File: config.mk
export PLATFORM = sky130hd
export DESIGN_NAME = attn_value_top
export DESIGN_NICKNAME = d
export VERILOG_FILES = /design/src/hw/attn_pkg.sv /design/src/hw/attn_value_top.sv /design/src/hw/axil_regfile.sv /design/src/hw/value_accumulator.sv /design/src/hw/vector_fifo.sv
export VERILOG_INCLUDE_DIRS = /design/src /design/src/include
export SDC_FILE = /design/constraint.sdc
export NUM_CORES = 2
export LEC_CHECK = 0
export BUFFER_PORTS_ARGS = -buffer_cell sky130_fd_sc_hd__buf_4
export CAP_MARGIN = 10
export CORE_MARGIN = 1.5
export CORE_UTILIZATION = 25
export DETAILED_ROUTE_END_ITERATION = 8
export HOLD_SLACK_MARGIN = 0.03
export PLACE_DENSITY_LB_ADDON = 0.2
export REMOVE_ABC_BUFFERS = 1
export SLEW_MARGIN = 5
export SYNTH_ARGS = -nofsm -noshare
export SYNTH_HDL_FRONTEND = slang
export SYNTH_SLANG_ARGS = --single-unit
File: constraint.sdc
create_clock -name clk -period 15.71 [get_ports clk]
set_input_delay 3.9275 -clock clk [delete_from_list [all_inputs] [get_ports clk]]
set_output_delay 3.9275 -clock clk [all_outputs]
set_load 0.01 [all_outputs]
File: src/include/attn_macros.svh
// Sizes and register map of the value stage, where MAX_SEQ_LENGTH must stay a power of two
`ifndef ATTN_MACROS_SVH
`define ATTN_MACROS_SVH

// Vector shape and element widths
`define VEC_LEN         4
`define ELEM_W          8
`define SCORE_W         8
// 16 x 255 x 128 fits without overflow
`define ACC_W           24

// FIFO depth and longest legal run
`define MAX_SEQ_LENGTH  16

// AXI4-Lite bus widths
`define AXIL_ADDR_W     8
`define AXIL_DATA_W     32

// Register offsets, result words follow REG_RESULT0 at a 4 byte stride
`define REG_SEQ_LEN     8'h00
`define REG_V_PUSH      8'h04
`define REG_SCORE_PUSH  8'h08
`define REG_STATUS      8'h0C
`define REG_RESULT0     8'h10

// Response codes
`define AXIL_RESP_OKAY   2'b00
`define AXIL_RESP_SLVERR 2'b10

`endif

File: src/hw/attn_pkg.sv
// Types of the value stage whose widths come from attn_macros.svh and whose bus structs carry no IDs
`default_nettype none

`include "attn_macros.svh"

package attn_pkg;

    // One signed V element
    typedef logic signed [`ELEM_W-1:0] elem_t;

    // Element 0 sits in the low byte of a bus word
    typedef elem_t [`VEC_LEN-1:0] v_vector_t;

    // Unsigned attention score from the low byte of a bus word
    typedef logic [`SCORE_W-1:0] score_t;

    // One signed accumulator lane
    typedef logic signed [`ACC_W-1:0] acc_t;

    // Accumulated result, one lane per V element
    typedef acc_t [`VEC_LEN-1:0] acc_vector_t;

    // Sequence length or remaining count, 0 to MAX_SEQ_LENGTH
    typedef logic [$clog2(`MAX_SEQ_LENGTH):0] seq_len_t;

    // Master driven AXI4-Lite signals
    typedef struct packed {
        logic [`AXIL_ADDR_W-1:0]   awaddr;
        logic                      awvalid;
        logic [`AXIL_DATA_W-1:0]   wdata;
        logic [`AXIL_DATA_W/8-1:0] wstrb;
        logic                      wvalid;
        logic                      bready;
        logic [`AXIL_ADDR_W-1:0]   araddr;
        logic                      arvalid;
        logic                      rready;
    } axil_req_t;

    // Slave driven AXI4-Lite signals
    typedef struct packed {
        logic                    awready;
        logic                    wready;
        logic                    bvalid;
        logic [1:0]              bresp;
        logic                    arready;
        logic                    rvalid;
        logic [`AXIL_DATA_W-1:0] rdata;
        logic [1:0]              rresp;
    } axil_rsp_t;

endpackage

`default_nettype wire

File: src/hw/attn_value_top.sv
// Value stage behind one AXI4-Lite slave, with no interrupt so the host polls STATUS
`timescale 1ns/1ns
`default_nettype none

`include "attn_macros.svh"

module attn_value_top
    import attn_pkg::*;
(
    input  logic      clk,
    input  logic      rst,
    input  axil_req_t axil_req,
    output axil_rsp_t axil_rsp
);

    // Register file to V FIFO
    logic      v_push;
    v_vector_t v_push_data;
    logic      v_ready;

    // Register file to score FIFO
    logic   s_push;
    score_t s_push_data;
    logic   s_ready;

    // FIFO heads to the accumulator
    logic      v_valid;
    v_vector_t v_head;
    logic      s_valid;
    score_t    s_head;
    // Shared by both FIFOs
    logic      pop;

    // Run control and result
    logic        start;
    seq_len_t    start_len;
    logic        result_valid;
    acc_vector_t result;

    axil_regfile u_regfile (
        .clk          (clk),
        .rst          (rst),
        .axil_req     (axil_req),
        .axil_rsp     (axil_rsp),
        .v_push       (v_push),
        .v_push_data  (v_push_data),
        .v_ready      (v_ready),
        .s_push       (s_push),
        .s_push_data  (s_push_data),
        .s_ready      (s_ready),
        .start        (start),
        .start_len    (start_len),
        .result_valid (result_valid),
        .result       (result)
    );

    vector_fifo #(
        .entry_t (v_vector_t),
        .DEPTH   (`MAX_SEQ_LENGTH)
    ) u_v_fifo (
        .clk       (clk),
        .rst       (rst),
        .push      (v_push),
        .push_data (v_push_data),
        .pop       (pop),
        .valid     (v_valid),
        .ready     (v_ready),
        .head_data (v_head)
    );

    vector_fifo #(
        .entry_t (score_t),
        .DEPTH   (`MAX_SEQ_LENGTH)
    ) u_s_fifo (
        .clk       (clk),
        .rst       (rst),
        .push      (s_push),
        .push_data (s_push_data),
        .pop       (pop),
        .valid     (s_valid),
        .ready     (s_ready),
        .head_data (s_head)
    );

    value_accumulator u_accum (
        .clk          (clk),
        .rst          (rst),
        .start        (start),
        .start_len    (start_len),
        .v_valid      (v_valid),
        .v_row        (v_head),
        .s_valid      (s_valid),
        .score        (s_head),
        .pop          (pop),
        .result_valid (result_valid),
        .result       (result)
    );

endmodule

`default_nettype wire

File: src/hw/axil_regfile.sv
// AXI4-Lite slave with one outstanding write and one outstanding read, wstrb ignored so every write is full
`timescale 1ns/1ns
`default_nettype none

`include "attn_macros.svh"

module axil_regfile
    import attn_pkg::*;
(
    input  logic        clk,
    input  logic        rst,
    input  axil_req_t   axil_req,
    output axil_rsp_t   axil_rsp,
    output logic        v_push,
    output v_vector_t   v_push_data,
    input  logic        v_ready,
    output logic        s_push,
    output score_t      s_push_data,
    input  logic        s_ready,
    output logic        start,
    output seq_len_t    start_len,
    input  logic        result_valid,
    input  acc_vector_t result
);

    localparam int IDX_W = $clog2(`VEC_LEN);

    // Write channel state
    logic       aw_fire;
    logic       bvalid;
    logic [1:0] bresp;
    logic       wr_seq;
    logic       wr_v;
    logic       wr_s;
    logic       len_ok;
    logic       wr_ok;

    // Read channel state
    logic                    ar_fire;
    logic                    rvalid;
    logic [`AXIL_DATA_W-1:0] rdata;
    logic [1:0]              rresp;
    logic [`AXIL_DATA_W-1:0] rd_data;
    logic                    rd_ok;
    logic [`AXIL_ADDR_W-1:0] res_off;
    logic [IDX_W-1:0]        res_idx;
    logic                    rd_result;

    // AW and W are taken together, and only while no response waits
    assign aw_fire = axil_req.awvalid && axil_req.wvalid && !bvalid;

    // Write address decode
    assign wr_seq = (axil_req.awaddr == `REG_SEQ_LEN);
    assign wr_v   = (axil_req.awaddr == `REG_V_PUSH);
    assign wr_s   = (axil_req.awaddr == `REG_SCORE_PUSH);

    // Legal lengths run from 1 to the FIFO depth
    assign len_ok = (axil_req.wdata != '0) &&
                    (axil_req.wdata <= `AXIL_DATA_W'(`MAX_SEQ_LENGTH));

    // Pushes land on the handshake edge, and a full FIFO drops them
    assign v_push = aw_fire && wr_v && v_ready;
    assign s_push = aw_fire && wr_s && s_ready;
    assign start  = aw_fire && wr_seq && len_ok;

    // Payload slices of the write data
    assign v_push_data = v_vector_t'(axil_req.wdata);
    assign s_push_data = axil_req.wdata[`SCORE_W-1:0];
    assign start_len   = axil_req.wdata[$bits(seq_len_t)-1:0];

    // Anything that took effect is OKAY, the rest is SLVERR
    assign wr_ok = v_push || s_push || start;

    always_ff @(posedge clk) begin
        if (rst) begin
            bvalid <= 1'b0;
        end else if (aw_fire) begin
            bvalid <= 1'b1;
        end else if (axil_req.bready) begin
            bvalid <= 1'b0;
        end
    end

    always_ff @(posedge clk) begin
        if (aw_fire) begin
            bresp <= wr_ok ? `AXIL_RESP_OKAY : `AXIL_RESP_SLVERR;
        end
    end

    // One read in flight, AR taken while R is idle
    assign ar_fire = axil_req.arvalid && !rvalid;

    // Result words occupy VEC_LEN aligned slots from REG_RESULT0
    assign res_off   = axil_req.araddr - `REG_RESULT0;
    assign res_idx   = res_off[IDX_W+1:2];
    assign rd_result = (axil_req.araddr >= `REG_RESULT0) &&
                       (res_off < `AXIL_ADDR_W'(4 * `VEC_LEN)) &&
                       (res_off[1:0] == 2'b00);

    always_comb begin
        rd_data = '0;
        rd_ok   = 1'b0;
        if (axil_req.araddr == `REG_STATUS) begin
            // Bit 0 done, bit 1 V FIFO full, bit 2 score FIFO full
            rd_data = {{(`AXIL_DATA_W-3){1'b0}}, !s_ready, !v_ready, result_valid};
            rd_ok   = 1'b1;
        end else if (rd_result) begin
            // Sign extend the lane to the bus width
            rd_data = {{(`AXIL_DATA_W-`ACC_W){result[res_idx][`ACC_W-1]}},
                       result[res_idx]};
            rd_ok   = 1'b1;
        end
    end

    always_ff @(posedge clk) begin
        if (rst) begin
            rvalid <= 1'b0;
        end else if (ar_fire) begin
            rvalid <= 1'b1;
        end else if (axil_req.rready) begin
            rvalid <= 1'b0;
        end
    end

    // Unmapped reads return zero with SLVERR
    always_ff @(posedge clk) begin
        if (ar_fire) begin
            rdata <= rd_data;
            rresp <= rd_ok ? `AXIL_RESP_OKAY : `AXIL_RESP_SLVERR;
        end
    end

    // Response bundle
    always_comb begin
        axil_rsp.awready = aw_fire;
        axil_rsp.wready  = aw_fire;
        axil_rsp.bvalid  = bvalid;
        axil_rsp.bresp   = bresp;
        axil_rsp.arready = ar_fire;
        axil_rsp.rvalid  = rvalid;
        axil_rsp.rdata   = rdata;
        axil_rsp.rresp   = rresp;
    end

endmodule

`default_nettype wire

File: src/hw/value_accumulator.sv
// Pairs score and V row strictly by FIFO order, and the sum is neither scaled nor rounded
`timescale 1ns/1ns
`default_nettype none

`include "attn_macros.svh"

module value_accumulator
    import attn_pkg::*;
(
    input  logic        clk,
    input  logic        rst,
    input  logic        start,
    input  seq_len_t    start_len,
    input  logic        v_valid,
    input  v_vector_t   v_row,
    input  logic        s_valid,
    input  score_t      score,
    output logic        pop,
    output logic        result_valid,
    output acc_vector_t result
);

    // Pairs still owed to the current run
    seq_len_t remaining;

    // Running weighted sum, one lane per element
    acc_vector_t acc;

    // Unsigned score times signed element, widened to an accumulator lane
    function automatic acc_t weigh(input elem_t elem, input score_t s);
        logic signed [`SCORE_W:0]         s_ext;
        logic signed [`SCORE_W+`ELEM_W:0] prod;
        // Zero bit on top keeps the score positive in signed math
        s_ext = $signed({1'b0, s});
        prod  = s_ext * elem;
        return acc_t'(prod);
    endfunction

    // Take one pair per cycle while a run is open
    // A start in the same cycle wins, so no pair is lost to the clear
    assign pop = (remaining != '0) && v_valid && s_valid && !start;

    always_ff @(posedge clk) begin
        if (rst) begin
            remaining    <= '0;
            result_valid <= 1'b0;
        end else if (start) begin
            remaining    <= start_len;
            result_valid <= 1'b0;
        end else if (pop) begin
            remaining <= remaining - 1'b1;
            // Last pair of the run
            if (remaining == seq_len_t'(1)) begin
                result_valid <= 1'b1;
            end
        end
    end

    always_ff @(posedge clk) begin
        if (start) begin
            acc <= '0;
        end else if (pop) begin
            for (int i = 0; i < `VEC_LEN; i++) begin
                acc[i] <= acc[i] + weigh(v_row[i], score);
            end
        end
    end

    // Lanes are read live, and result_valid says when they are final
    assign result = acc;

endmodule

`default_nettype wire

File: src/hw/vector_fifo.sv
// DEPTH must be a power of two and callers test ready before push and valid before pop
`timescale 1ns/1ns
`default_nettype none

`include "attn_macros.svh"

module vector_fifo #(
    parameter type entry_t = logic [7:0],
    parameter int  DEPTH   = `MAX_SEQ_LENGTH
) (
    input  logic   clk,
    input  logic   rst,
    input  logic   push,
    input  entry_t push_data,
    input  logic   pop,
    output logic   valid,
    output logic   ready,
    output entry_t head_data
);

    localparam int PTR_W = $clog2(DEPTH);

    // Storage, written at tail and read at head
    entry_t mem [DEPTH];

    // Pointers carry one extra wrap bit above the index
    logic [PTR_W:0] head;
    logic [PTR_W:0] tail;

    // Empty when pointers match exactly
    assign valid = (head != tail);

    // Full when only the wrap bits differ
    assign ready = ((head ^ tail) != {1'b1, {PTR_W{1'b0}}});

    // Oldest entry shown without a clock
    assign head_data = mem[head[PTR_W-1:0]];

    always_ff @(posedge clk) begin
        if (push) begin
            mem[tail[PTR_W-1:0]] <= push_data;
        end
    end

    always_ff @(posedge clk) begin
        if (rst) begin
            head <= '0;
            tail <= '0;
        end else begin
            if (push) begin
                tail <= tail + 1'b1;
            end
            if (pop) begin
                head <= head + 1'b1;
            end
        end
    end

endmodule

`default_nettype wire

==> key figures <==
Synthesis
  • Mapped Area: around 44000 um2
  • Synth Area in Compound Gates: 0.04327
  • Synth Area in Simple Gates: 0.07330
  • Post-synth EDFFs: ~670
  • Mean Syn Cell Area: approximately 14 um2
  • Post-synth top area cell: edfxtp_1
  • Largest cells by area after synthesis: edfxtp_1, mux4_2, fa_1
  • Mux cell area share after synthesis: 0.1165
  • Flops & latches, synth: ~800
  • Ys flop type: edfxtp_1
  • Post-synth cell types: 65
  • Largest family of logic cells by synthesized area: adder cells
  • Post-synth top area share: 0.4593
  • Synth Instances: approximately 3100
  • Adder-cell share of the synthesized area: 0.1862
  • Yosys warnings: 0
  • Post-Synth XOR/XNOR Area: 0.02129
  • Register area share after synthesis: 0.5199
  • Async set or reset register ratio after synthesis: 0

Global route
  • GRT Total Usage: 0.1308
  • Vias in the first global route: between 20000 and 30000
  • Pin count of the biggest net entering global routing: around 110
  • First-pass GRT wire length: between 150000 and 200000 um
  • GR Overflow Total: 0
  • Antenna violations before repair: 4

Drt
  • Routed wire per std cell: roughly 20 um
  • ANT nets after route: 0
  • Vias per cell: 4.398
  • Routed Wire Length: between 100000 and 150000 um
  • Residual DRC: 0
  • First DRT Iteration DRCs: between 1000 and 1500
  • DR vias: about 25000
  • DRT Pass-1 Iters: 5

Critical path
  • Critical Path End Type: primary output
  • Worst path cell trace: buf_4, nand2_1, nor2_1, buf_4
  • CP required: 11.78 ns
  • Max incr delay on CP: around 0.53 ns
  • Crit start category: input pin
  • CP Max Fanout: 5
  • Slowest cell on the critical path: nor2_1
  • Crit path top cell by count: buf_4
  • Arr. time, crit path: around 4.8 ns
  • Worst setup path category: input pin to primary output

Run status
  • Status: completed

Cells and area
  • Area added between synthesis and finish: 15.31%
  • Commonest non-fill, non-tap cell in the layout: edfxtp_1
  • Fin cells: 5642
  • Nets: about 3800
  • FF+latch area: 22660 um2
  • Final Core Density: 0.2914
  • Area of the multi-input gates: roughly 19000 um2
  • Most frequent cells in the layout: edfxtp_1, ha_1, inv_1
  • # fillers: about 18000
  • Fraction of layout cells with a size suffix above 1: 0.1730

CTS
  • CTS Sinks: 798
  • CTS max path bufs: 3
  • CTS tree: done
  • Cts hold-fix bufs: 0
  • Root buffer cell: clkbuf_16
  • CTS Buf Count: between 90 and 100
  • Number of H-tree levels: 3
  • Post-CTS Resized: 0
  • Setup Fix Bufs, Post-CTS: 0
  • Clk_lat worst skew: about 0.70 ns
  • CTS clock-pin slew for the worst setup and hold paths: around 0.070 ns

Floorplanning
  • Die area: ~180000 um2
  • Initial core utilization: 0.2527
  • Rows: about 150
  • Die span in x: 420.4 um
  • Die height: about 420 um
  • Number of I/O pins: 100
  • Core area: approximately 170000 um2

Power and ir drop
  • Worst ir drop on vdd: a little under 90 uV
  • Pwr Density: between 100 and 150 nW/um2
  • Total chip power: around 6.6 mW
  • Leak: between 15 and 20 nW

Run
  • Max-cap violation count: 0

Placement
  • Port Buf Inserts: just over 90
  • Dpl ws: approximately 6.9 ns
  • GP Congestion: about 0.76
  • Detailed Place HPWL: between 70000 and 80000 um
  • Placed insts: roughly 5500

Timing
  • Max Clock Freq: 114.3 MHz
  • RSZ-0062 raised after global routing: no
  • Final min period: 8.753 ns
  • Clk_skew: about 0.049 ns
  • Slew @ Worst Pin: 1.074 ns
  • Setup TNS: 0 ns
  • Final worst path period share: 0.5571
  • Hold Violations, Final: 0
  • Setup violators final: 0
  • Max Transition Viols Final: 0
  • Max-slew headroom: 0.2793
  • Final WS setup: slightly below 7 ns

Worst hold path
  • Worst Hold Class: flop to flop
-- synthesized netlist by cell type, types with 24 or more instances --
cell type and number:
or2_2 31, inv_1 288, clkbuf_1 67, mux4_2 185
fa_1 207, nand2b_1 26, a21o_1 24, mux2_2 31
xor2_1 43, edfxtp_1 666, mux2i_1 36, a21oi_1 127
dfxtp_1 132, and3_1 31, nor3_1 35, nor2_1 262
xnor2_1 61, ha_1 317, nand2_1 260, buf_2 31
o21ai_0 36
-- registers in the layout (all words and copies together) (netlist names), named ones only --
name,count
u_accum.result,96
u_regfile.rvalid,1
u_accum.remaining,5
u_v_fifo.mem,512
u_s_fifo.mem,128
u_s_fifo.head,5
u_regfile.rdata,24
u_accum.result_valid,1
u_regfile.bvalid,1
u_v_fifo.tail,5
u_regfile.bresp,1
u_s_fifo.tail,5
u_v_fifo.head,5
u_regfile.rresp,1
-- cell families after synthesis --
group                    after synthesis
flip-flops                           798
AND/OR/NAND/NOR                      725
other                                  1
buffers and inverters                425
AO/OA/AOI/OAI                        305
adder cells (fa/ha/maj)              524
multiplexers                         260
XOR/XNOR                             105
-- cell type report --
class | count | area share
antenna | 2 | 0.00009967
sequential | 798 | 0.4512
inverter | 288 | 0.02153
tap | 2310 | 0.05756
timing repair buffer | 159 | 0.02402
clock buffer | 118 | 0.04837
clock inverter | 46 | 0.01116
multi-input combinational | 1921 | 0.3861
-- worst max-delay path, delay by kind of cell --
kind / cells / cell delay, ns
simple gates: 2 / 0.57
buf+inv: 2 / 0.32
-- path summary, 6_finish.rpt --
path                                        start                         endpoint  slack [ns]  depth (start not counted)
setup / recovery                     axil_req[48]                     axil_rsp[39]        6.96                          4
hold / removal    u_accum.result[51]$_SDFFE_PP0P_  u_accum.result[51]$_SDFFE_PP0P_        0.47                          2
setup reg to reg                             flop  u_accum.result[47]$_SDFFE_PP0P_        7.14                         22
hold reg to reg   u_accum.result[51]$_SDFFE_PP0P_  u_accum.result[51]$_SDFFE_PP0P_        0.47                          2
-- through the flow --
stage,cell area [um2],hold WS [ns]
final,50210,0.4667
after global routing,50210,0.4947
after CTS,50210,0.4703
after detailed placement,47220,0.4611
after global placement,47220,0.4580
after floorplan,42920,0.4417
-- report_power, final --
part,internal (mW),leakage [nW],total [mW],switching [mW]
combinational,0.902,10.4,2.00,1.10
clock,1.24,1.45,2.13,0.885
sequential,2.38,7.11,2.49,0.107
total,4.53,19.0,6.62,2.09
-- routing by layer --
layer  global-route usage  vias up  part of all wire
met3              0.01897      109             0.032
li1                     -    11570                 -
met1               0.1735    12780              0.46
met2               0.2213      355              0.48
met4              0.03604        2             0.025
met5                    0        -           0.00015
Power figures use the tool's default switching activity.
